$ cat config.mk
export PLATFORM = sky130hd
export DESIGN_NAME = l2_bank
export DESIGN_NICKNAME = d
export VERILOG_FILES = /design/src/l2_cfg_pkg.sv /design/src/l2_txn_pkg.sv /design/src/l2_bank.sv
export SDC_FILE = /design/constraint.sdc
export NUM_CORES = 2
export LEC_CHECK = 0
export ABC_AREA = 1
export BUFFER_PORTS_ARGS = -buffer_cell sky130_fd_sc_hd__buf_2
export CAP_MARGIN = 25
export CORE_MARGIN = 4
export CORE_UTILIZATION = 45
export CTS_BUF_LIST = sky130_fd_sc_hd__clkbuf_8
export DETAILED_ROUTE_END_ITERATION = 8
export SYNTH_ARGS = -nofsm -noshare
export SYNTH_HDL_FRONTEND = slang
export SYNTH_SLANG_ARGS = --single-unit
$ cat constraint.sdc
create_clock -name clk_i -period 2.75 [get_ports clk_i]
set_input_delay 0.1375 -clock clk_i [delete_from_list [all_inputs] [get_ports clk_i]]
set_output_delay 0.1375 -clock clk_i [all_outputs]
set_load 0.005 [all_outputs]
$ cat src/l2_cfg_pkg.sv
// ------------------------------
// Sizing of the L2 memory, its
// banks and its request ports
// ------------------------------
`default_nettype none

package l2_cfg_pkg;

  localparam int unsigned NumPorts     = 2;   // Request ports sharing L2
  localparam int unsigned NumBanks     = 4;   // Word-interleaved banks
  localparam int unsigned DataWidth    = 32;
  localparam int unsigned BeWidth      = DataWidth / 8;
  localparam int unsigned BankNumWords = 64;  // Depth of one bank

  // Byte address is | bank word | bank index | byte offset |
  localparam int unsigned ByteOffWidth  = $clog2(BeWidth);
  localparam int unsigned BankIdxWidth  = $clog2(NumBanks);
  localparam int unsigned BankAddrWidth = $clog2(BankNumWords);
  localparam int unsigned L2AddrWidth   = BankAddrWidth + BankIdxWidth + ByteOffWidth;

  // Origin tag stays one bit wide even for a single port
  localparam int unsigned PortIdxWidth = (NumPorts > 1) ? $clog2(NumPorts) : 1;

endpackage : l2_cfg_pkg

`default_nettype wire

$ cat src/l2_txn_pkg.sv
// ------------------------------
// Transaction field types and
// the decoder state encoding
// ------------------------------
`default_nettype none

package l2_txn_pkg;

  import l2_cfg_pkg::*;

  // Byte offset inside the whole L2 region
  typedef logic [L2AddrWidth-1:0] l2_addr_t;

  typedef logic [DataWidth-1:0] data_t;
  typedef logic [BeWidth-1:0]   strb_t;   // One enable per byte lane

  // Bank selection and the word address left after it
  typedef logic [BankIdxWidth-1:0]  bank_idx_t;
  typedef logic [BankAddrWidth-1:0] bank_addr_t;

  // Which port a request came from
  typedef logic [PortIdxWidth-1:0] port_idx_t;

  // One outstanding transaction per port
  typedef enum logic {
    IDLE    = 1'b0,  // Free to accept a request
    PENDING = 1'b1   // Waiting for the response transfer
  } decode_state_e;

endpackage : l2_txn_pkg

`default_nettype wire

$ cat src/l2_bank.sv
// ------------------------------
// L2 bank: byte-enabled SRAM and
// its tagged response register
// ------------------------------
`timescale 1ns/1ps
`default_nettype none

module l2_bank (
  input  logic                   clk_i,
  input  logic                   rst_n_i,
  input  logic                   req_valid_i,
  input  logic                   req_write_i,
  input  l2_txn_pkg::bank_addr_t req_addr_i,
  input  l2_txn_pkg::data_t      req_wdata_i,
  input  l2_txn_pkg::strb_t      req_strb_i,
  input  l2_txn_pkg::port_idx_t  req_src_i,
  output logic                   req_ready_o,
  output logic                   rsp_valid_o,
  output l2_txn_pkg::data_t      rsp_rdata_o,
  output l2_txn_pkg::port_idx_t  rsp_src_o,
  input  logic                   rsp_ready_i
);

  import l2_cfg_pkg::*;
  import l2_txn_pkg::*;

  localparam int unsigned LaneWidth = DataWidth / BeWidth;

  data_t     mem_q [BankNumWords];
  logic      rsp_valid_q;
  data_t     rsp_rdata_q;
  port_idx_t rsp_src_q;
  logic      req_fire;

  // Free slot or the waiting response leaves this cycle
  assign req_ready_o = !rsp_valid_q || rsp_ready_i;
  assign req_fire    = req_valid_i && req_ready_o;

  always_ff @(posedge clk_i) begin
    if (req_fire && req_write_i) begin
      for (int i = 0; i < BeWidth; i++) begin
        if (req_strb_i[i]) begin
          mem_q[req_addr_i][i*LaneWidth +: LaneWidth] <= req_wdata_i[i*LaneWidth +: LaneWidth];
        end
      end
    end
  end

  // Writes return the old word as well
  always_ff @(posedge clk_i) begin
    if (req_fire) begin
      rsp_rdata_q <= mem_q[req_addr_i];
      rsp_src_q   <= req_src_i;  // Origin tag for the router
    end
  end

  always_ff @(posedge clk_i or negedge rst_n_i) begin
    if (!rst_n_i) begin
      rsp_valid_q <= 1'b0;
    end else if (req_fire) begin
      rsp_valid_q <= 1'b1;
    end else if (rsp_ready_i) begin
      rsp_valid_q <= 1'b0;
    end
  end

  assign rsp_valid_o = rsp_valid_q;
  assign rsp_rdata_o = rsp_rdata_q;
  assign rsp_src_o   = rsp_src_q;

  // A stalled request from the crossbar keeps its grant and payload
  a_req_stable: assert property (@(posedge clk_i) disable iff (!rst_n_i)
    req_valid_i && !req_ready_o |=>
      req_valid_i && $stable(req_addr_i) && $stable(req_write_i)
      && $stable(req_wdata_i) && $stable(req_strb_i) && $stable(req_src_i))
    else $error("Bank request changed while stalled");

endmodule : l2_bank

`default_nettype wire

==> results.sh <==
export IMPL_core_area_sq_um=194800
export IMPL_grt_max_degree=160
export IMPL_ys_seq_elements=2082
export IMPL_first_iter_violations=5779
export IMPL_drv_slew=0
export IMPL_fin_nets=9215
export IMPL_critPathKind="in2reg"
export IMPL_hold_ws_ns=0.1275
export IMPL_tns_ns=0
export IMPL_io_buffer_count=82
export IMPL_status="finished clean"
export IMPL_via_per_inst=5.088
export IMPL_end_kind="flip-flop"
export IMPL_worstPathMaxFanout=24
export IMPL_cp_start_kind="input pin"
export IMPL_dieArea_sq_um=202900
export IMPL_rsz0062_at_grt="false"
export IMPL_tightest_slew_ns=1.233
export IMPL_instances_no_fill=12070
export IMPL_h_tree_depth=5
export IMPL_grt_overflow=0
export IMPL_place_area_sq_um=93340
export IMPL_drc=0
export IMPL_areaGrowthSynthToFinish_pct=13.54
export IMPL_firstDrtPassIters=6
export IMPL_layout_drive_gt1_share_pct=9.610
export IMPL_power_density_nw_per_um2=637.4
export IMPL_cts_sinks=2082
export IMPL_netlist_area_sq_um=88100
export IMPL_hpwl_microns=157700
export IMPL_hold_viol_final=0
export IMPL_clk_pin_slew_ns=0.06
export IMPL_yosys_warnings=0
export IMPL_cts_tree="built"
export IMPL_required_ns=3.50
export IMPL_design_area_sq_um=100000
export IMPL_io_pins=83
export IMPL_setup_violations=0
export IMPL_seq_area_frac_synth_pct=70.96
export IMPL_relSlewSlack_pct=17.77
export IMPL_routedWlPerCell_microns=21.39
export IMPL_arrival_ns=3.44
export IMPL_fin_crit_sh_pct=97.73
export IMPL_start_util_pct=45.23
export IMPL_max_freq_ghz=0.3721
export IMPL_wirelength_microns=258200
export IMPL_syn_nets=8780
export IMPL_place_gp_congestion=0.8533
export IMPL_vdd_drop_max_mv=0.4996
export IMPL_hold_path_class="in2reg"
export IMPL_grt_first_pass_wirelength_microns=382900
export IMPL_total_power_mw=63.76
export IMPL_synth_area_per_cell_sq_um=10.09
export IMPL_ys_types=20
export IMPL_clock_root_buffer="clkbuf_8"
export IMPL_synth_cells=8732
export IMPL_cp_slowest_stage_delay_ns=0.63
export IMPL_max_cap_violations=0
export IMPL_placed_cells=11380
export IMPL_clock_skew_ns=0.07736
export IMPL_setup_ws_ns=0.06237
export IMPL_grt_pass1_vias=59440
export IMPL_num_vias=61410
export IMPL_grt_usage_pct=25.13
export IMPL_antenna_found_initial=26
export IMPL_cts_buffers=354
export IMPL_p_leak_nw=42.33
export IMPL_die_y_microns=450.5
export IMPL_critical_path_slowest_cell="dlygate4sd3_1"
export IMPL_post_route_util_pct=51.35
export IMPL_rows=162
export IMPL_die_w_microns=450.5
export IMPL_cts_path_max_buffers=4
export IMPL_drtAntennaViolNets=0
export IMPL_min_period_ns=2.688
export IMPL_post_cts_repair_setup_buffers=0
export IMPL_pre_cts_ws_ns=0.03439
export IMPL_clk_latency_ns=1.06
export IMPL_crit_chain="dlygate4sd3_1 -> buf_2 -> inv_2 -> nor3_2 -> dlygate4sd3_1 -> buf_12 -> buf_4 -> nand2_1 -> nor2_2 -> buf_4"
Yosys cell counts:
cell	count	area, sq um
nor2_1	330	1239
dfrtp_1	1	25.02
buf_4	27	202.7
edfxtp_1	2081	62490
buf_2	255	1276
inv_1	17	63.81
clkbuf_1	130	488.0
or2_2	1	6.260
nand3_1	7	35.03
o211ai_1	5	37.54
nor3_1	8	40.04
o21ai_1	7	35.03
nor2_4	2	22.52
or2_1	5	31.28
inv_2	7	26.28
nor2_2	8	50.05
inv_4	2	12.51
buf_1	26	97.59
nand2_1	5799	21770
buf_6	14	157.7
cell type report:
| type | instances | area, sq um |
|---|---|---|
| fillers | 17440 | 94760 |
| flip-flops and latches | 2082 | 62520 |
| multi-input cells | 6172 | 23320 |
| clock buffers | 362 | 4982 |
| repair buffers | 531 | 4679 |
| well taps | 2624 | 3283 |
| clock inverters | 255 | 1074 |
| inverters | 26 | 137.6 |
| diodes | 16 | 40.04 |
worst max-delay path: cells and delay by family:
kind | cells | cell delay [ns]
AND/OR/NAND/NOR | 3 | 1.06
buffers and inverters | 7 | 2.19
final timing paths:
check | slack [ns] | depth (start not counted) | from | to
max in group asynchronous | 2.11 | 4 | rst_n_i | rsp_valid_o$_DFFE_PN0P_
min in group asynchronous | 0.53 | 4 | rst_n_i | rsp_valid_o$_DFFE_PN0P_
min | 0.13 | 6 | req_write_i | mem_q[9][1]$_DFFE_PP_
min reg2reg | 0.77 | 6 | mem_q[18][30]$_DFFE_PP_ | rsp_rdata_o[30]$_DFFE_PP_
max reg2reg | 0.15 | 6 | rsp_valid_o$_DFFE_PN0P_ | mem_q[44][9]$_DFFE_PP_
max | 0.06 | 10 | req_addr_i[4] | mem_q[54][8]$_DFFE_PP_
routing by layer:
layer | share of wire (%) | routed length (microns) | track usage, % | up-vias
li1 | - | - | - | 29060
met1 | 41 | 104700 | 33.04 | 29450
met2 | 47 | 120100 | 39.93 | 2366
met3 | 8.0 | 20560 | 5.343 | 517
met4 | 4.9 | 12680 | 12.07 | 16
met5 | 0.040 | 103 | 0 | -
registers in the layout, summed over array words and instances (netlist names):
signal / flops
mem_q: 2048
rsp_rdata_o: 32
rsp_src_o: 1
rsp_valid_o: 1
timing repair:
item,in CTS,in global routing
gates resized for setup,0,3
hold buffers,57,0
hold endpoints to repair,2937,0
setup endpoints to repair,0,23
cell usage in the layout (no fill, tap or decap), types with 2 or more instances in the layout:
| master | count |
|---|---|
| bufinv_16 | 2 |
| inv_16 | 2 |
| nor3_2 | 8 |
| nand2_1 | 5795 |
| nand3_1 | 7 |
| buf_2 | 79 |
| nor2_2 | 11 |
| inv_2 | 7 |
| clkinv_2 | 25 |
| dlygate4sd3_1 | 57 |
| clkinv_1 | 90 |
| clkbuf_8 | 362 |
| buf_4 | 334 |
| o211ai_1 | 5 |
| nor2_1 | 327 |
| buf_12 | 58 |
| nor2_4 | 2 |
| buf_8 | 3 |
| edfxtp_1 | 2081 |
| or2_1 | 5 |
| clkinvlp_4 | 4 |
| o21ai_1 | 7 |
| inv_1 | 147 |
| diode_2 | 16 |
| nand2_2 | 4 |
| inv_8 | 2 |
power by group:
group          internal (mW)  leakage, nW  switching, mW  total [mW]
sequential              35.0         18.7         0.0835        35.1
combinational           1.05         20.0           3.11        4.16
clock                   12.3         3.58           12.2        24.5
total                   48.4         42.3           15.4        63.8
logic make-up (layout without fill, tap and decap cells):
kind of cell / Yosys count / after routing / synth area share, %
other cells: 0 / 16 / 0
flops: 2082 / 2082 / 70.96
simple gates: 6160 / 6160 / 26.32
buf+inv: 478 / 1174 / 2.639
compound gates: 12 / 12 / 0.08237
No activity file was read; power rests on OpenSTA's default activity.
