==> src/l2_cfg_pkg.sv <==
// ------------------------------
// Sizing of the L2 memory, its
// banks and its request ports
// ------------------------------
`default_nettype none

package l2_cfg_pkg;

  localparam int unsigned NumPorts     = 2;   // Request ports sharing L2
  localparam int unsigned NumBanks     = 4;   // Word-interleaved banks
  localparam int unsigned DataWidth    = 32;
  localparam int unsigned BeWidth      = DataWidth / 8;
  localparam int unsigned BankNumWords = 64;  // Depth of one bank

  // Byte address is | bank word | bank index | byte offset |
  localparam int unsigned ByteOffWidth  = $clog2(BeWidth);
  localparam int unsigned BankIdxWidth  = $clog2(NumBanks);
  localparam int unsigned BankAddrWidth = $clog2(BankNumWords);
  localparam int unsigned L2AddrWidth   = BankAddrWidth + BankIdxWidth + ByteOffWidth;

  // Origin tag stays one bit wide even for a single port
  localparam int unsigned PortIdxWidth = (NumPorts > 1) ? $clog2(NumPorts) : 1;

endpackage : l2_cfg_pkg

`default_nettype wire

==> src/l2_txn_pkg.sv <==
// ------------------------------
// Transaction field types and
// the decoder state encoding
// ------------------------------
`default_nettype none

package l2_txn_pkg;

  import l2_cfg_pkg::*;

  // Byte offset inside the whole L2 region
  typedef logic [L2AddrWidth-1:0] l2_addr_t;

  typedef logic [DataWidth-1:0] data_t;
  typedef logic [BeWidth-1:0]   strb_t;   // One enable per byte lane

  // Bank selection and the word address left after it
  typedef logic [BankIdxWidth-1:0]  bank_idx_t;
  typedef logic [BankAddrWidth-1:0] bank_addr_t;

  // Which port a request came from
  typedef logic [PortIdxWidth-1:0] port_idx_t;

  // One outstanding transaction per port
  typedef enum logic {
    IDLE    = 1'b0,  // Free to accept a request
    PENDING = 1'b1   // Waiting for the response transfer
  } decode_state_e;

endpackage : l2_txn_pkg

`default_nettype wire

==> src/l2_req_xbar.sv <==
// ------------------------------
// Request crossbar with a locked
// round-robin arbiter per bank
// ------------------------------
`timescale 1ns/1ps
`default_nettype none

module l2_req_xbar (
  input  logic                                                    clk_i,
  input  logic                                                    rst_n_i,
  // Per-port requests
  input  logic                   [l2_cfg_pkg::NumPorts-1:0]       req_valid_i,
  input  logic                   [l2_cfg_pkg::NumPorts-1:0]       req_write_i,
  input  l2_txn_pkg::bank_idx_t  [l2_cfg_pkg::NumPorts-1:0]       req_bank_i,
  input  l2_txn_pkg::bank_addr_t [l2_cfg_pkg::NumPorts-1:0]       req_addr_i,
  input  l2_txn_pkg::data_t      [l2_cfg_pkg::NumPorts-1:0]       req_wdata_i,
  input  l2_txn_pkg::strb_t      [l2_cfg_pkg::NumPorts-1:0]       req_strb_i,
  output logic                   [l2_cfg_pkg::NumPorts-1:0]       req_ready_o,
  // Per-bank requests
  output logic                   [l2_cfg_pkg::NumBanks-1:0]       bank_valid_o,
  output l2_txn_pkg::bank_addr_t [l2_cfg_pkg::NumBanks-1:0]       bank_addr_o,
  output logic                   [l2_cfg_pkg::NumBanks-1:0]       bank_write_o,
  output l2_txn_pkg::data_t      [l2_cfg_pkg::NumBanks-1:0]       bank_wdata_o,
  output l2_txn_pkg::strb_t      [l2_cfg_pkg::NumBanks-1:0]       bank_strb_o,
  output l2_txn_pkg::port_idx_t  [l2_cfg_pkg::NumBanks-1:0]       bank_src_o,
  input  logic                   [l2_cfg_pkg::NumBanks-1:0]       bank_ready_i
);

  import l2_cfg_pkg::*;
  import l2_txn_pkg::*;

  for (genvar b = 0; b < NumBanks; b++) begin : gen_bank_arb
    logic [NumPorts-1:0] bank_req;  // Ports aiming at this bank
    port_idx_t           gnt;
    port_idx_t           rr_q;      // Highest-priority port
    logic                lock_q;
    port_idx_t           lock_src_q;

    always_comb begin
      for (int p = 0; p < NumPorts; p++) begin
        bank_req[p] = req_valid_i[p] && (req_bank_i[p] == bank_idx_t'(b));
      end
    end

    always_comb begin : rr_pick
      logic found;
      found = 1'b0;
      gnt   = rr_q;
      if (lock_q) begin
        gnt   = lock_src_q;  // Stalled grant holds until it transfers
        found = 1'b1;
      end
      for (int p = 0; p < NumPorts; p++) begin
        if (!found && bank_req[p] && (port_idx_t'(p) >= rr_q)) begin
          gnt   = port_idx_t'(p);
          found = 1'b1;
        end
      end
      // Wrap around below the pointer
      for (int p = 0; p < NumPorts; p++) begin
        if (!found && bank_req[p]) begin
          gnt   = port_idx_t'(p);
          found = 1'b1;
        end
      end
    end

    assign bank_valid_o[b] = |bank_req;
    assign bank_src_o[b]   = gnt;
    assign bank_addr_o[b]  = req_addr_i[gnt];
    assign bank_write_o[b] = req_write_i[gnt];
    assign bank_wdata_o[b] = req_wdata_i[gnt];
    assign bank_strb_o[b]  = req_strb_i[gnt];

    always_ff @(posedge clk_i or negedge rst_n_i) begin
      if (!rst_n_i) begin
        rr_q       <= '0;
        lock_q     <= 1'b0;
        lock_src_q <= '0;
      end else if (bank_valid_o[b]) begin
        if (bank_ready_i[b]) begin
          lock_q <= 1'b0;
          rr_q   <= (gnt == port_idx_t'(NumPorts - 1)) ? '0 : port_idx_t'(gnt + 1'b1);
        end else begin
          lock_q     <= 1'b1;
          lock_src_q <= gnt;
        end
      end
    end

    // A locked port must keep its request up
    a_lock_held: assert property (@(posedge clk_i) disable iff (!rst_n_i)
      lock_q |-> bank_req[lock_src_q])
      else $error("Locked request on bank %0d dropped before transfer", b);
  end

  for (genvar p = 0; p < NumPorts; p++) begin : gen_port_ready
    logic [NumBanks-1:0] port_gnt;

    always_comb begin
      for (int b = 0; b < NumBanks; b++) begin
        port_gnt[b] = bank_valid_o[b] && (bank_src_o[b] == port_idx_t'(p));
      end
    end

    assign req_ready_o[p] = |(port_gnt & bank_ready_i);

    a_one_bank: assert property (@(posedge clk_i) disable iff (!rst_n_i)
      $onehot0(port_gnt))
      else $error("Port %0d granted by more than one bank", p);
  end

endmodule : l2_req_xbar

`default_nettype wire

==> config.mk <==
export PLATFORM = sky130hd
export DESIGN_NAME = l2_req_xbar
export DESIGN_NICKNAME = d
export VERILOG_FILES = /design/src/l2_cfg_pkg.sv /design/src/l2_txn_pkg.sv /design/src/l2_req_xbar.sv
export SDC_FILE = /design/constraint.sdc
export NUM_CORES = 1
export LEC_CHECK = 0
export ABC_AREA = 1
export BUFFER_PORTS_ARGS = -buffer_cell sky130_fd_sc_hd__buf_4
export CAP_MARGIN = 20
export CORE_AREA = 2 2 110 112
export DETAILED_ROUTE_END_ITERATION = 8
export DIE_AREA = 0 0 112 114
export GPL_ROUTABILITY_DRIVEN = 0
export HOLD_SLACK_MARGIN = 0.08
export MAX_ROUTING_LAYER = met4
export PLACE_DENSITY = 0.65
export SLEW_MARGIN = 20
export SYNTH_ARGS = -nofsm -noshare
export SYNTH_HDL_FRONTEND = slang
export SYNTH_SLANG_ARGS = --single-unit
==> constraint.sdc <==
create_clock -name clk_i -period 1.6 [get_ports clk_i]
set_input_delay 0.24 -clock clk_i [delete_from_list [all_inputs] [get_ports clk_i]]
set_output_delay 0.24 -clock clk_i [all_outputs]
set_load 0.005 [all_outputs]
==> reports/results.ini <==
[sta]
slew_headroom = 0.798
final.setup.worst_slack_ns = -0.243
report.final.hold_viol_count = 0
slew_viol_final = 0
skew_ns = 0.000597
rsz0062_at_grt = yes
setup_viol = 178
worst_slew_pin_slew_ns = 0.303
finalCritPeriodShare = 1.15
min_period_ns = 1.84
max_freq_mhz = 543

[placement]
port_buffers = 279
place_area_sq_mm = 0.00509
place_hpwl_mm = 9.83
dp_slack_ns = -0.147

[flow_run]
cap_viol_max_count = 0

[critical_path]
rrSetupSlack_ns = 0.36
regToRegStartpoint = gen_bank_arb[2].rr_q
critPathRequiredTime_ns = 1.36
r2r_cells = 6
critPathLaunchType = flop
crit_fanout = 11
critPathKind = flop to primary output
timing.rr.end = gen_bank_arb[2].rr_q
cp-end-kind = primary output
cp.arrival_ns = 1.60

[final_layout]
drive_gt1_frac = 0.658
final_util = 0.601
nNetsFinal = 955
syn_to_final_growth_pct = 155
fin_area_sq_mm = 0.00704
antenna_cells = 0

[routing]
drcViolationCount = 0
drt_iter0_markers = 338
ant_nets = 0
viasPerCell = 5.08
wl_per_cell_microns = 18.0
num_vias = 5098
wl_mm = 18.1
dr.pass1.iters = 4

[power_and_ir_drop]
power_density_mw_per_mm2 = 1360
static-leakage-power_nw = 3.66
irDropWorstVdd_v = 0.000865

[global_route]
antenna_found_initial = 0
gr-total-overflow = 0
grt_pass1_vias = 4295
grt_first_pass_wirelength_mm = 21.7
grt_max_degree = 44
gr-usage-all-layers = 0.213

[logic_synthesis]
ys_seq_area_frac = 0.109
synth_cells = 540
netlist_area_sq_mm = 0.00276
synth_cell_type_count = 20
yosys_warnings = 0
yosysTopAreaCell = nand2_1
synthesis.nets = 638
ys_ff_latch = 12
synthTopCellsByArea = nand2_1, o21ai_0, dfrtp_1
synth_top_area_share = 0.267
syn_avg_cell_area_sq_um = 5.11

[clocking]
clockRootBuffer = clkbuf_16
worst_setup_hold_path_clk_slew_ns = 0.05
numCtsBuffers = 3
clkSinkCount = 12
clock_path_buffers = 2
h-tree-depth = 1
cts_tree = built
clk_latency_ns = 0.24

[die]
die_w_microns = 112
dieArea_sq_mm = 0.0128
io_pins = 280
num_rows = 40
placeableCoreArea_sq_mm = 0.0117
start_util = 0.236
fp.dieH_microns = 114

[worst_hold_path]
whs_path_depth = 4
hold_class = primary input to flop
min_to = gen_bank_arb[1].lock_src_q
hold_start = bank_ready_i[1]

[run_status]
status = finished with violations
violations = negative setup slack

==> kinds of logic (layout without fill, tap and decap cells) <==
| family | after synthesis | after routing | synth area share |
|---|---|---|---|
| AO/OA/AOI/OAI | 187 | 187 | 0.361 |
| buffers and inverters | 106 | 419 | 0.188 |
| flip-flops | 12 | 12 | 0.109 |
| AND/OR/NAND/NOR | 235 | 238 | 0.343 |
==> worst max path at each step <==
stage                          from                to  depth (start not counted)
6_report       gen_bank_arb[2].rr_q   bank_addr_o[12]                          8
5_1_grt        gen_bank_arb[2].rr_q  bank_wdata_o[90]                          8
4_1_cts        gen_bank_arb[2].rr_q  bank_wdata_o[67]                          7
3_5_place_dp          req_bank_i[0]    bank_strb_o[8]                         10
3_3_place_gp          req_bank_i[0]    bank_strb_o[8]                         10
2_1_floorplan  gen_bank_arb[1].rr_q  bank_wdata_o[59]                          7
==> timing repair <==
action	in CTS	in global routing
cloned	11	22
hold endpoints to repair	12	0
setup endpoints to repair	177	178
hold buffers	1	0
pin swaps	12	13
resized for setup	173	246
setup buffers	7	3
==> cells in the mapped netlist <==
cell type and count:
nand2_1 196, o21ai_0 147, inv_1 66, o21ai_1 18, nor2_1 17, buf_2 15, dfrtp_1 12, o21ai_2 12
buf_6 11, nand3_1 11, clkbuf_1 9, buf_4 5, a21oi_1 4, nand2_2 4, a31oi_1 3, nand2_4 3
a21oi_2 2, nand3_2 2, nand4_1 2, a41oi_1 1
==> cell type report <==
cell class	instances	area [sq um]
Sequential cell	12	302
Multi-Input combinational cell	425	2860
Inverter	66	248
Timing Repair Buffer	349	3350
Clock buffer	4	88.8
Fill cell	1059	4680
Tap cell	147	184
==> power breakdown <==
group,internal [mW],switching (mW)
registers,0.388,0.0740
logic,4.51,4.09
clock network,0.378,0.134
total,5.28,4.30
==> placed cells by master, fill, tap and decap left out <==
cell type / n
nand3_1: 9
inv_1: 62
buf_16: 12
o21ai_1: 90
dlygate4sd3_1: 1
nand4_1: 2
nand2_1: 88
a31oi_1: 3
dfrtp_2: 1
buf_8: 4
nor2_2: 1
a21oi_2: 2
buf_4: 290
o21ai_4: 5
a21oi_4: 1
nand3_2: 3
nand2_4: 42
a21oi_1: 3
clkbuf_16: 18
nand3_4: 1
nor2_1: 16
clkbuf_8: 1
buf_12: 11
a41oi_1: 1
dfrtp_1: 11
nand2_2: 68
o21ai_2: 75
buf_6: 16
inv_2: 4
nand2_8: 8
o21ai_0: 7
==> state kept, by name, indices dropped and copies added (netlist names) <==
signal,count
gen_bank_arb.rr_q,4
gen_bank_arb.lock_q,4
gen_bank_arb.lock_src_q,4
==> worst max-delay path, stage by stage (launching register included) <==
cell,delay (ns)
dfrtp_1,0.37
nand4_1,0.13
nand2_2,0.15
nand2_8,0.11
nand2_8,0.14
buf_12,0.16
nand2_1,0.07
o21ai_1,0.09
buf_4,0.14
==> stage by stage <==
stage | TNS, ns | instances | power, mW | hold slack, ns
floorplan | 0 | 540 | 2.77 | -0.0556
global placement | -3.70 | 956 | 5.56 | 0.0938
detailed placement | -5.19 | 956 | 5.58 | 0.0973
CTS | -25.09 | 978 | 7.50 | 0.291
global route | -43.40 | 1003 | 10.1 | 0.359
finish | -29.67 | 1003 | 9.58 | 0.318
==> metal layers <==
metal | global-route usage | wire [microns] | vias to the layer above
met4 | 0.0480 | 523 | 0
met5 | - | 0 | -
met1 | 0.245 | 6890 | 2374
li1 | - | - | 2421
met3 | 0.0319 | 1130 | 52
met2 | 0.394 | 9560 | 251
Power figures use the tool's default switching activity.
