**src/l2_cfg_pkg.sv**
```systemverilog
// ------------------------------
// Sizing of the L2 memory, its
// banks and its request ports
// ------------------------------
`default_nettype none

package l2_cfg_pkg;

  localparam int unsigned NumPorts     = 2;   // Request ports sharing L2
  localparam int unsigned NumBanks     = 4;   // Word-interleaved banks
  localparam int unsigned DataWidth    = 32;
  localparam int unsigned BeWidth      = DataWidth / 8;
  localparam int unsigned BankNumWords = 64;  // Depth of one bank

  // Byte address is | bank word | bank index | byte offset |
  localparam int unsigned ByteOffWidth  = $clog2(BeWidth);
  localparam int unsigned BankIdxWidth  = $clog2(NumBanks);
  localparam int unsigned BankAddrWidth = $clog2(BankNumWords);
  localparam int unsigned L2AddrWidth   = BankAddrWidth + BankIdxWidth + ByteOffWidth;

  // Origin tag stays one bit wide even for a single port
  localparam int unsigned PortIdxWidth = (NumPorts > 1) ? $clog2(NumPorts) : 1;

endpackage : l2_cfg_pkg

`default_nettype wire

```
**src/l2_txn_pkg.sv**
```systemverilog
// ------------------------------
// Transaction field types and
// the decoder state encoding
// ------------------------------
`default_nettype none

package l2_txn_pkg;

  import l2_cfg_pkg::*;

  // Byte offset inside the whole L2 region
  typedef logic [L2AddrWidth-1:0] l2_addr_t;

  typedef logic [DataWidth-1:0] data_t;
  typedef logic [BeWidth-1:0]   strb_t;   // One enable per byte lane

  // Bank selection and the word address left after it
  typedef logic [BankIdxWidth-1:0]  bank_idx_t;
  typedef logic [BankAddrWidth-1:0] bank_addr_t;

  // Which port a request came from
  typedef logic [PortIdxWidth-1:0] port_idx_t;

  // One outstanding transaction per port
  typedef enum logic {
    IDLE    = 1'b0,  // Free to accept a request
    PENDING = 1'b1   // Waiting for the response transfer
  } decode_state_e;

endpackage : l2_txn_pkg

`default_nettype wire

```
**src/l2_rsp_router.sv**
```systemverilog
// ------------------------------
// Response router from banks
// back to the requesting ports
// ------------------------------
`timescale 1ns/1ps
`default_nettype none

module l2_rsp_router (
  // Per-bank responses
  input  logic                  [l2_cfg_pkg::NumBanks-1:0] rsp_valid_i,
  input  l2_txn_pkg::data_t     [l2_cfg_pkg::NumBanks-1:0] rsp_rdata_i,
  input  l2_txn_pkg::port_idx_t [l2_cfg_pkg::NumBanks-1:0] rsp_src_i,
  output logic                  [l2_cfg_pkg::NumBanks-1:0] rsp_ready_o,
  // Per-port responses
  output logic                  [l2_cfg_pkg::NumPorts-1:0] port_rsp_valid_o,
  output l2_txn_pkg::data_t     [l2_cfg_pkg::NumPorts-1:0] port_rsp_rdata_o,
  input  logic                  [l2_cfg_pkg::NumPorts-1:0] port_rsp_ready_i
);

  import l2_cfg_pkg::*;
  import l2_txn_pkg::*;

  logic [NumPorts-1:0][NumBanks-1:0] hit;  // Bank b answers port p

  always_comb begin
    for (int p = 0; p < NumPorts; p++) begin
      for (int b = 0; b < NumBanks; b++) begin
        hit[p][b] = rsp_valid_i[b] && (rsp_src_i[b] == port_idx_t'(p));
      end
    end
  end

  always_comb begin
    port_rsp_rdata_o = '0;
    for (int p = 0; p < NumPorts; p++) begin
      port_rsp_valid_o[p] = |hit[p];
      for (int b = 0; b < NumBanks; b++) begin
        if (hit[p][b]) port_rsp_rdata_o[p] = rsp_rdata_i[b];
      end
    end
  end

  // Each bank sees the ready of the port its tag names
  for (genvar b = 0; b < NumBanks; b++) begin : gen_ready
    assign rsp_ready_o[b] = port_rsp_ready_i[rsp_src_i[b]];
  end

  // One outstanding request per port means one bank per port
  always_comb begin
    for (int p = 0; p < NumPorts; p++) begin
      a_one_src: assert final ($onehot0(hit[p]))
        else $error("Two banks answer port %0d at once", p);
    end
  end

endmodule : l2_rsp_router

`default_nettype wire

```
**config.mk**
```make
export PLATFORM = sky130hd
export DESIGN_NAME = l2_rsp_router
export DESIGN_NICKNAME = d
export VERILOG_FILES = /design/src/l2_cfg_pkg.sv /design/src/l2_txn_pkg.sv /design/src/l2_rsp_router.sv
export SDC_FILE = /design/constraint.sdc
export NUM_CORES = 1
export LEC_CHECK = 0
export BUFFER_PORTS_ARGS = -buffer_cell sky130_fd_sc_hd__buf_2
export CAP_MARGIN = 10
export CORE_UTILIZATION = 41
export DETAILED_ROUTE_END_ITERATION = 12
export PLACE_DENSITY = 0.84
export SETUP_SLACK_MARGIN = 0.1
export SYNTH_ARGS = -nofsm -noshare
export SYNTH_HDL_FRONTEND = slang
export SYNTH_SLANG_ARGS = --single-unit
export TNS_END_PERCENT = 30
```
**constraint.sdc**
```tcl
create_clock -name vclk -period 1.43
set_input_delay 0.143 -clock vclk [all_inputs]
set_output_delay 0.143 -clock vclk [all_outputs]
set_load 0.05 [all_outputs]
```
==> metrics.json, run 1 <==
{
  "grt_start_max_net_pins": 40,
  "port_buffers": 208,
  "synth_largest_type_area_fraction_pct": 12.8,
  "netlist_instances": 360,
  "initial_utilization_pct": 42.4,
  "worstEpCategory": "top-level output",
  "synthesis.area_per_instance_um2": 6.98,
  "yosysUniqueCellTypes": 26,
  "place.gp.congestion": 0.823,
  "io-pin-count": 208,
  "placed_wire_length_estimate_after_detailed_placement_mm": 8.71,
  "synthDominantAreaCellType": "a221o_1",
  "floorplan.die.height_um": 80.3,
  "syn-num-nets": 498,
  "standard_cell_row_count": 28,
  "netlist_area_um2": 2510,
  "dominant_cells_by_area_after_synthesis": "a221o_1 13%, o221ai_1 11%, nand3b_1 9.6%",
  "synth_sequential_area_ratio_pct": 0,
  "width_of_the_chip_um": 80.3,
  "grt_worst_setup_endpoint": "port_rsp_rdata_o[22]",
  "first-error": "[ERROR DPL-0038] Utilization greater than 100%, impossible to legalize",
  "failed_stage": "global routing",
  "synth-warning-count": 0,
  "post-place-ws_ps": -281,
  "result_of_the_run": "aborted with a tool error"
}
==> through the flow <==
step                      instances  cell area [um^2]
after global placement          624              4210
after CTS                       632              5360
after detailed placement        624              4210
after floorplan                 360              2930
==> cells by family after synthesis <==
| kind of cell | Yosys count | share of synthesized area, % |
|---|---|---|
| AO/OA/AOI/OAI | 129 | 46.0 |
| AND/OR/NAND/NOR | 140 | 35.7 |
| buffers and inverters | 87 | 16.5 |
| multiplexers | 4 | 1.79 |
==> cells in the mapped netlist <==
library cell and count:
a21o_1 1, nand3_1 1, clkbuf_1 22, nand3b_4 1, nand3b_1 32, a221o_1 32
a2111oi_2 9, nor2_1 1, a2111oi_0 15, a31oi_1 32, o221ai_1 32, nand2_1 33
or3b_1 1, buf_6 6, mux2_2 4, buf_4 4, a2111oi_1 8, nor2b_1 1
nand2b_1 2, inv_1 32, nor3b_1 32, nor2b_4 1, and3_1 32, buf_2 23
and2_1 2, nor2b_2 1
==> repair_timing <==
item / CTS
gates resized for setup: 229
hold buffers: 0
endpoints found under the setup margin: 65
pin swaps: 26
setup buffers: 2
cloned: 6
==> run 2, diff against run 1 <==
- CORE_UTILIZATION: 41 -> 36
- PLACE_DENSITY: 0.84 -> not set
- PLACE_DENSITY_LB_ADDON: not set -> 0.15
- SETUP_SLACK_MARGIN: 0.1 -> not set
==> run 2 against run 1 <==
The flow now finishes, with violations (negative setup slack). Area after synthesis did not move. Synthesized cell count stayed put.
==> metrics.json, run 2 <==
{
  "result_of_the_run": {"value": "complete, but fails checks", "change": "was aborted with a tool error"},
  "violated_checks": "negative setup slack",
  "placed_wire_length_estimate_after_detailed_placement": {"value": 8.22, "unit": "mm", "change": "was 8.71 mm"},
  "placed_cells": {"value": 632, "change": "was 624"},
  "standard_cell_row_count": {"value": 30, "change": "was 28"},
  "period_minus_slack_ps": 1500,
  "place.gp.congestion": {"value": 0.790, "change": "was 0.823"},
  "finalSetupTns_ps": -596,
  "mostFrequentLayoutCell": "buf_2",
  "antenna_cells": 0,
  "critical_path.slowest_cell": "a221o_1",
  "final_antenna_net_count": 0,
  "slew_violations": 0,
  "worstPathArrival_ps": 1360,
  "width_of_the_chip": {"value": 85.5, "unit": "um", "change": "was 80.3 um"},
  "cellPowerDensity_nw_per_um2": 499,
  "post-route-worst-setup-slack_ps": -70.8,
  "rel_slew_slack_pct": 78.8,
  "grt_pass1_wl_mm": 20.1,
  "vias": 4269,
  "initial_utilization": {"value": 37.2, "unit": "%", "change": "was 42.4%"},
  "wirelength_mm": 13.6,
  "fmaxAchievable_mhz": 666,
  "worst_min_delay_path_category": "input port to primary output",
  "grt_start_max_net_pins": 36,
  "synth.most_common_cell": {"value": "nand2_1", "change": "unchanged"},
  "final.clkbuf_count": 0,
  "setup_repair_after_global_routing_missed_its_margin": "yes",
  "finalNetCount": 704,
  "netlist_instances": {"value": 360, "change": "unchanged"},
  "io-pin-count": {"value": 208, "change": "unchanged"},
  "count_of_filler_cells_inserted_in_the_layout": 394,
  "drtIter0Drc": 234,
  "p_comb_share_pct": 100.0,
  "timing_worst_slew_pin_value_ps": 318,
  "path_class": "input port to primary output",
  "layout.cells.most_common_list": "137 x buf_2, 72 x buf_6, 33 x nand2_1",
  "crit_fanout": 16,
  "grt_antenna_before_repair": 0,
  "remaining_drc_errors": 0,
  "cts_hold_buf": {"value": 0, "change": "unchanged"},
  "timing.critical_path.mode_cell": "buf_6",
  "routedWlPerCell_um": 21.1,
  "p_sw_share_pct": 58.6,
  "p_clk_share_pct": 0,
  "synthesis.area_per_instance": {"value": 6.98, "unit": "um^2", "change": "unchanged"},
  "total_grt_usage_pct": 33.6,
  "crit_chain": "buf_8 > buf_6 > buf_12 > nor3b_4 > a2111oi_4 > a221o_1 > buf_6",
  "register_area_um2": 0,
  "p_seq_share_pct": 0,
  "port_buffers": {"value": 208, "change": "unchanged"},
  "synth_largest_type_area_fraction": {"value": 12.8, "unit": "%", "change": "unchanged"},
  "yosysUniqueCellTypes": {"value": 26, "change": "unchanged"},
  "synth_sequential_area_ratio": {"value": 0, "unit": "%", "change": "unchanged"},
  "netSwitchingPower_mw": 1.64,
  "power.leakage_nw": 2.33,
  "syn_to_final_growth_pct": 123,
  "floorplan.die.height": {"value": 85.5, "unit": "um", "change": "was 80.3 um"},
  "crit_required_ps": 1290,
  "drt-vias-per-instance": 6.63,
  "grt_pass1_vias": 4056,
  "syn-num-nets": {"value": 498, "change": "unchanged"},
  "cell_internal_pwr_mw": 1.16,
  "core_area_um2": 6760,
  "final_layout_size_suffix_gt1_share_pct": 67.6,
  "cp_startpoint": "rsp_src_i[1]",
  "fin_cells": 644,
  "synthDominantAreaCellType": {"value": "a221o_1", "change": "unchanged"},
  "dominant_cells_by_area_after_synthesis": {"value": "a221o_1 13%, o221ai_1 11%, nand3b_1 9.6%", "change": "unchanged"},
  "finalSetupViolCount": 30,
  "maxCapViolations": 0,
  "synth-warning-count": {"value": 0, "change": "unchanged"},
  "grt-ovfl-total": 0,
  "fin_crit_sh_pct": 105,
  "netlist_area": {"value": 2510, "unit": "um^2", "change": "unchanged"},
  "critical_path.startpoint_type": "input port",
  "hold_viol": 0,
  "seq_cells": 0,
  "slowest_delay_ps": 320,
  "die-area_um2": 7310,
  "cp-end-kind": "primary output",
  "detailedRoute.firstPassIterationCount": 5,
  "hp-start": "rsp_rdata_i[124]",
  "vdd_drop_max_v": 0.000415
}
==> run 2: cells by family after synthesis <==
| family | share of synthesized area, % |
|---|---|
| AOI/OAI and AO/OA | 46.0 |
| buffers and inverters | 16.5 |
| muxes | 1.79 |
| and+or+nand+nor | 35.7 |
==> run 2: per-stage QoR <==
step / worst slack [ps] / area [um^2] / util (%) / total power, mW / hold slack [ps]
6_report: -70.8 / 5590 / 82.8 / 2.79 / 646
5_1_grt: -110 / 5590 / 82.8 / 2.90 / 664
4_1_cts: -47.0 / 5300 / 78.4 / 2.65 / 646
3_5_place_dp: -281 / 4130 / 61.1 / 2.12 / 730
3_3_place_gp: -266 / 4130 / 61.1 / 2.10 / 726
2_1_floorplan: -88.9 / 2800 / - / 1.47 / 501
==> run 2: per-layer routing <==
| layer | part of all wire (%) | GRT usage, % |
|---|---|---|
| met5 | 0 | 0 |
| met4 | 3.0 | 10.2 |
| met3 | 7.0 | 3.08 |
| met2 | 53 | 65.7 |
| met1 | 37 | 38.0 |
==> run 2: timing repair <==
item / CTS / global route
setup buffers: 4 / 2
endpoints found under the hold margin: 0 / 0
resized for setup: 252 / 43
setup endpoints to repair: 65 / 65
gates cloned: 5 / 1
pin swaps: 22 / 21
==> run 2: power by group through the flow <==
| stage | Sequential [mW] | Combinational [mW] | Clock [mW] |
|---|---|---|---|
| global route | 0 | 2.90 | 0 |
| detailed placement | 0 | 2.12 | 0 |
| floorplan | 0 | 1.47 | 0 |
| global placement | 0 | 2.10 | 0 |
| finish | 0 | 2.79 | 0 |
| CTS | 0 | 2.65 | 0 |
==> run 2: area by class of cell <==
| cell class | instances | area [um^2] | area share, % |
|---|---|---|---|
| Inverter | 32 | 120 | 2.15 |
| Tap cell | 80 | 100 | 1.79 |
| Timing Repair Buffer | 259 | 2220 | 39.8 |
| Multi-Input combinational cell | 273 | 3150 | 56.3 |
==> run 2: worst max-delay path, delay by kind of cell <==
kind	cells	cell delay, ps
AO/OA/AOI/OAI	2	400
buffers and inverters	4	560
AND/OR/NAND/NOR	1	250
==> run 2: final timing paths <==
kind                   end  cells after the start
max   port_rsp_rdata_o[20]                      7
min   port_rsp_rdata_o[60]                      4
Note: power is estimated with default switching activity, not from simulation.
==> run 3, diff against run 2 <==
- BUFFER_PORTS_ARGS: -buffer_cell sky130_fd_sc_hd__buf_2 -> not set
- CORE_AREA: not set -> 2 2 80 82
- CORE_UTILIZATION: 36 -> not set
- DIE_AREA: not set -> 0 0 82 84
- DONT_BUFFER_PORTS: not set -> 1
- clock period: 1.43 -> 1.81 ns (I/O delays scaled with it)
==> run 3 against run 2 <==
The run now ends clean. Critical path depth decreased by 2. Power decreased by 42%. Worst hold slack worse by 3.4 ps. Utilization decreased by 26 points. Flip-flop and latch count stayed put. Global-route usage decreased by 6.3 points. Count of clock-buffer cells in the layout unchanged. Highest routed layer unchanged. Die area is 5.8% lower.
==> metrics.json, run 3 (synthesized netlist as in run 2, its figures left out) <==
{
  "result_of_the_run": {"value": "finished, final reports clean", "change": "was complete, but fails checks"},
  "slew_violations": {"value": 0, "change": "unchanged"},
  "endpoint": {"value": "port_rsp_rdata_o[12]", "change": "was port_rsp_rdata_o[20]"},
  "grt_antenna_before_repair": {"value": 0, "change": "unchanged"},
  "final.clkbuf_count": {"value": 0, "change": "unchanged"},
  "timing_worst_slew_pin_value": {"value": 638, "unit": "ps", "change": "was 318 ps"},
  "netSwitchingPower": {"value": 951, "unit": "uW", "change": "was 1.64 mW"},
  "number_of_buffers_inserted_to_repair_setup_after_cts": {"value": 0, "change": "was 4"},
  "hold-worst-slack": {"value": 642, "unit": "ps", "change": "was 646 ps"},
  "setup_repair_after_global_routing_missed_its_margin": {"value": "no", "change": "was yes"},
  "p_seq_share": {"value": 0, "unit": "%", "change": "about the same"},
  "p_sw_share": {"value": 59.0, "unit": "%", "change": "was 58.6%"},
  "cp_startpoint": {"value": "rsp_src_i[1]", "change": "unchanged"},
  "antenna_cells": {"value": 0, "change": "unchanged"},
  "drtIter0Drc": {"value": 287, "change": "was 234"},
  "cell_depth_of_the_worst_hold_path": {"value": 3, "change": "was 4"},
  "seq_cells": {"value": 0, "change": "unchanged"},
  "worstPathArrival": {"value": 1580, "unit": "ps", "change": "was 1360 ps"},
  "final_layout_size_suffix_gt1_share": {"value": 27.6, "unit": "%", "change": "was 67.6%"},
  "mostFrequentLayoutCell": {"value": "buf_4", "change": "was buf_2"},
  "rel_slew_slack": {"value": 56.3, "unit": "%", "change": "was 78.8%"},
  "cp_num_buf_inv": {"value": 2, "change": "was 4"},
  "p_comb_share": {"value": 100.0, "unit": "%", "change": "about the same"},
  "grt_start_max_net_pins": {"value": 68, "change": "was 36"},
  "grt_pass1_wl": {"value": 15.6, "unit": "mm", "change": "was 20.1 mm"},
  "core_area": {"value": 6100, "unit": "um^2", "change": "was 6760 um^2"},
  "crit_cells": {"value": 5, "change": "was 7"},
  "io-pin-count": {"value": 208, "change": "unchanged"},
  "fmaxAchievable_mhz": 568,
  "crit_fanout": {"value": 67, "change": "was 16"},
  "wirelength": {"value": 10.4, "unit": "mm", "change": "was 13.6 mm"},
  "crit_required": {"value": 1630, "unit": "ps", "change": "was 1290 ps"},
  "path_class": {"value": "input port to primary output", "change": "unchanged"},
  "cellPowerDensity": {"value": 467, "unit": "nW/um^2", "change": "was 499 nW/um^2"},
  "register_area": {"value": 0, "unit": "um^2", "change": "unchanged"},
  "finalNetCount": {"value": 524, "change": "was 704"},
  "cts_hold_buf": {"value": 0, "change": "unchanged"},
  "remaining_drc_errors": {"value": 0, "change": "unchanged"},
  "initial_utilization": {"value": 41.2, "unit": "%", "change": "was 37.2%"},
  "maxCapViolations": {"value": 0, "change": "unchanged"},
  "detailedRoute.firstPassIterationCount": {"value": 8, "change": "was 5"},
  "cell_internal_pwr": {"value": 660, "unit": "uW", "change": "was 1.16 mW"},
  "path_delay_family": {"value": "compound AO/OA/AOI/OAI gates", "change": "was buffers and inverters"},
  "width_of_the_chip": {"value": 82, "unit": "um", "change": "was 85.5 um"},
  "die-area": {"value": 6890, "unit": "um^2", "change": "was 7310 um^2"},
  "slowest_delay": {"value": 610, "unit": "ps", "change": "was 320 ps"},
  "standard_cell_row_count": {"value": 29, "change": "was 30"},
  "routedWlPerCell": {"value": 22.7, "unit": "um", "change": "was 21.1 um"},
  "placed_wire_length_estimate_after_detailed_placement": {"value": 7.28, "unit": "mm", "change": "was 8.22 mm"},
  "hold_viol": {"value": 0, "change": "unchanged"},
  "vias": {"value": 3312, "change": "was 4,269"},
  "final_antenna_net_count": {"value": 0, "change": "unchanged"},
  "fin_crit_sh_pct": 97.3,
  "worst_min_delay_path_category": {"value": "input port to primary output", "change": "unchanged"},
  "layout.cells.most_common_list": {"value": "41 x buf_4, 38 x buf_12, 33 x nand2_1", "change": "was 137 x buf_2, 72 x buf_6, 33 x nand2_1"},
  "grt-ovfl-total": {"value": 0, "change": "unchanged"},
  "syn_to_final_growth": {"value": 37.5, "unit": "%", "change": "was 123%"},
  "cp-end-kind": {"value": "primary output", "change": "unchanged"},
  "grt_pass1_vias": {"value": 3198, "change": "was 4,056"},
  "total_grt_usage": {"value": 27.3, "unit": "%", "change": "was 33.6%"},
  "floorplan.die.height": {"value": 84, "unit": "um", "change": "was 85.5 um"},
  "drt-vias-per-instance": {"value": 7.18, "change": "was 6.63"},
  "p_clk_share": {"value": 0, "unit": "%", "change": "about the same"},
  "finalSetupViolCount": {"value": 0, "change": "was 30"},
  "place.gp.congestion": {"value": 0.824, "change": "was 0.790"},
  "vdd_drop_max": {"value": 0.000337, "unit": "V", "change": "was 0.000415 V"},
  "critical_path.startpoint_type": {"value": "input port", "change": "unchanged"},
  "finalSetupTns": {"value": 0, "unit": "ps", "change": "was -596 ps"},
  "power.leakage": {"value": 1.35, "unit": "nW", "change": "was 2.33 nW"},
  "crit_chain": {"value": "nand2b_2 > buf_4 > a2111oi_0 > a221o_1 > buf_12", "change": "was buf_8 > buf_6 > buf_12 > nor3b_4 > a2111oi_4 > a221o_1 > buf_6"},
  "port_buffers": {"value": 0, "change": "was 208"},
  "period_minus_slack_ps": 1760,
  "critical_path.slowest_cell": {"value": "a2111oi_0", "change": "was a221o_1"}
}
[run 3: metrics by stage]
stage / setup WS [ps] / utilization, % / power, mW / cells / instance area, um^2
2_1_floorplan: -82.4 / - / 1.08 / 360 / 2570
3_3_place_gp: 102 / 56.5 / 1.60 / 461 / 3450
3_5_place_dp: 45.8 / 56.5 / 1.61 / 461 / 3450
4_1_cts: 48.2 / 56.5 / 1.61 / 461 / 3450
5_1_grt: 75.7 / 56.6 / 1.67 / 461 / 3450
6_report: 48.6 / 56.6 / 1.61 / 461 / 3450
[run 3: cell type report]
cell class | instances | area [um^2]
Inverter | 32 | 120
Timing Repair Buffer | 79 | 1070
Multi-Input combinational cell | 273 | 2170
Tap cell | 77 | 96.3
Fill cell | 571 | 2640
[run 3: routing by layer]
layer / wire [um] / global-route usage (%) / vias up
li1: - / - / 1505
met4: 148 / 5.61 / 0
met2: 5430 / 49.1 / 198
met3: 1090 / 5.09 / 14
met5: 0 / 0 / -
met1: 3780 / 33.0 / 1595
[run 3: worst min path at each step]
stage / start / to / slack, ps
finish: rsp_rdata_i[99] / port_rsp_rdata_o[35] / 640
CTS: rsp_rdata_i[99] / port_rsp_rdata_o[35] / 640
detailed placement: rsp_rdata_i[99] / port_rsp_rdata_o[35] / 640
floorplan: rsp_rdata_i[96] / port_rsp_rdata_o[32] / 610
global placement: rsp_rdata_i[97] / port_rsp_rdata_o[33] / 640
global route: rsp_rdata_i[97] / port_rsp_rdata_o[33] / 660
[run 3: repair_timing]
item                                   CTS  global route
endpoints found under the hold margin    0             0
gates resized for setup                  0             1
setup endpoints to repair                0            16
[run 3: power groups by stage]
stage	sequential (mW)	combinational, mW	clock (mW)
after floorplan	0	1.08	0
after global placement	0	1.60	0
after detailed placement	0	1.61	0
after CTS	0	1.61	0
after global routing	0	1.67	0
final	0	1.61	0
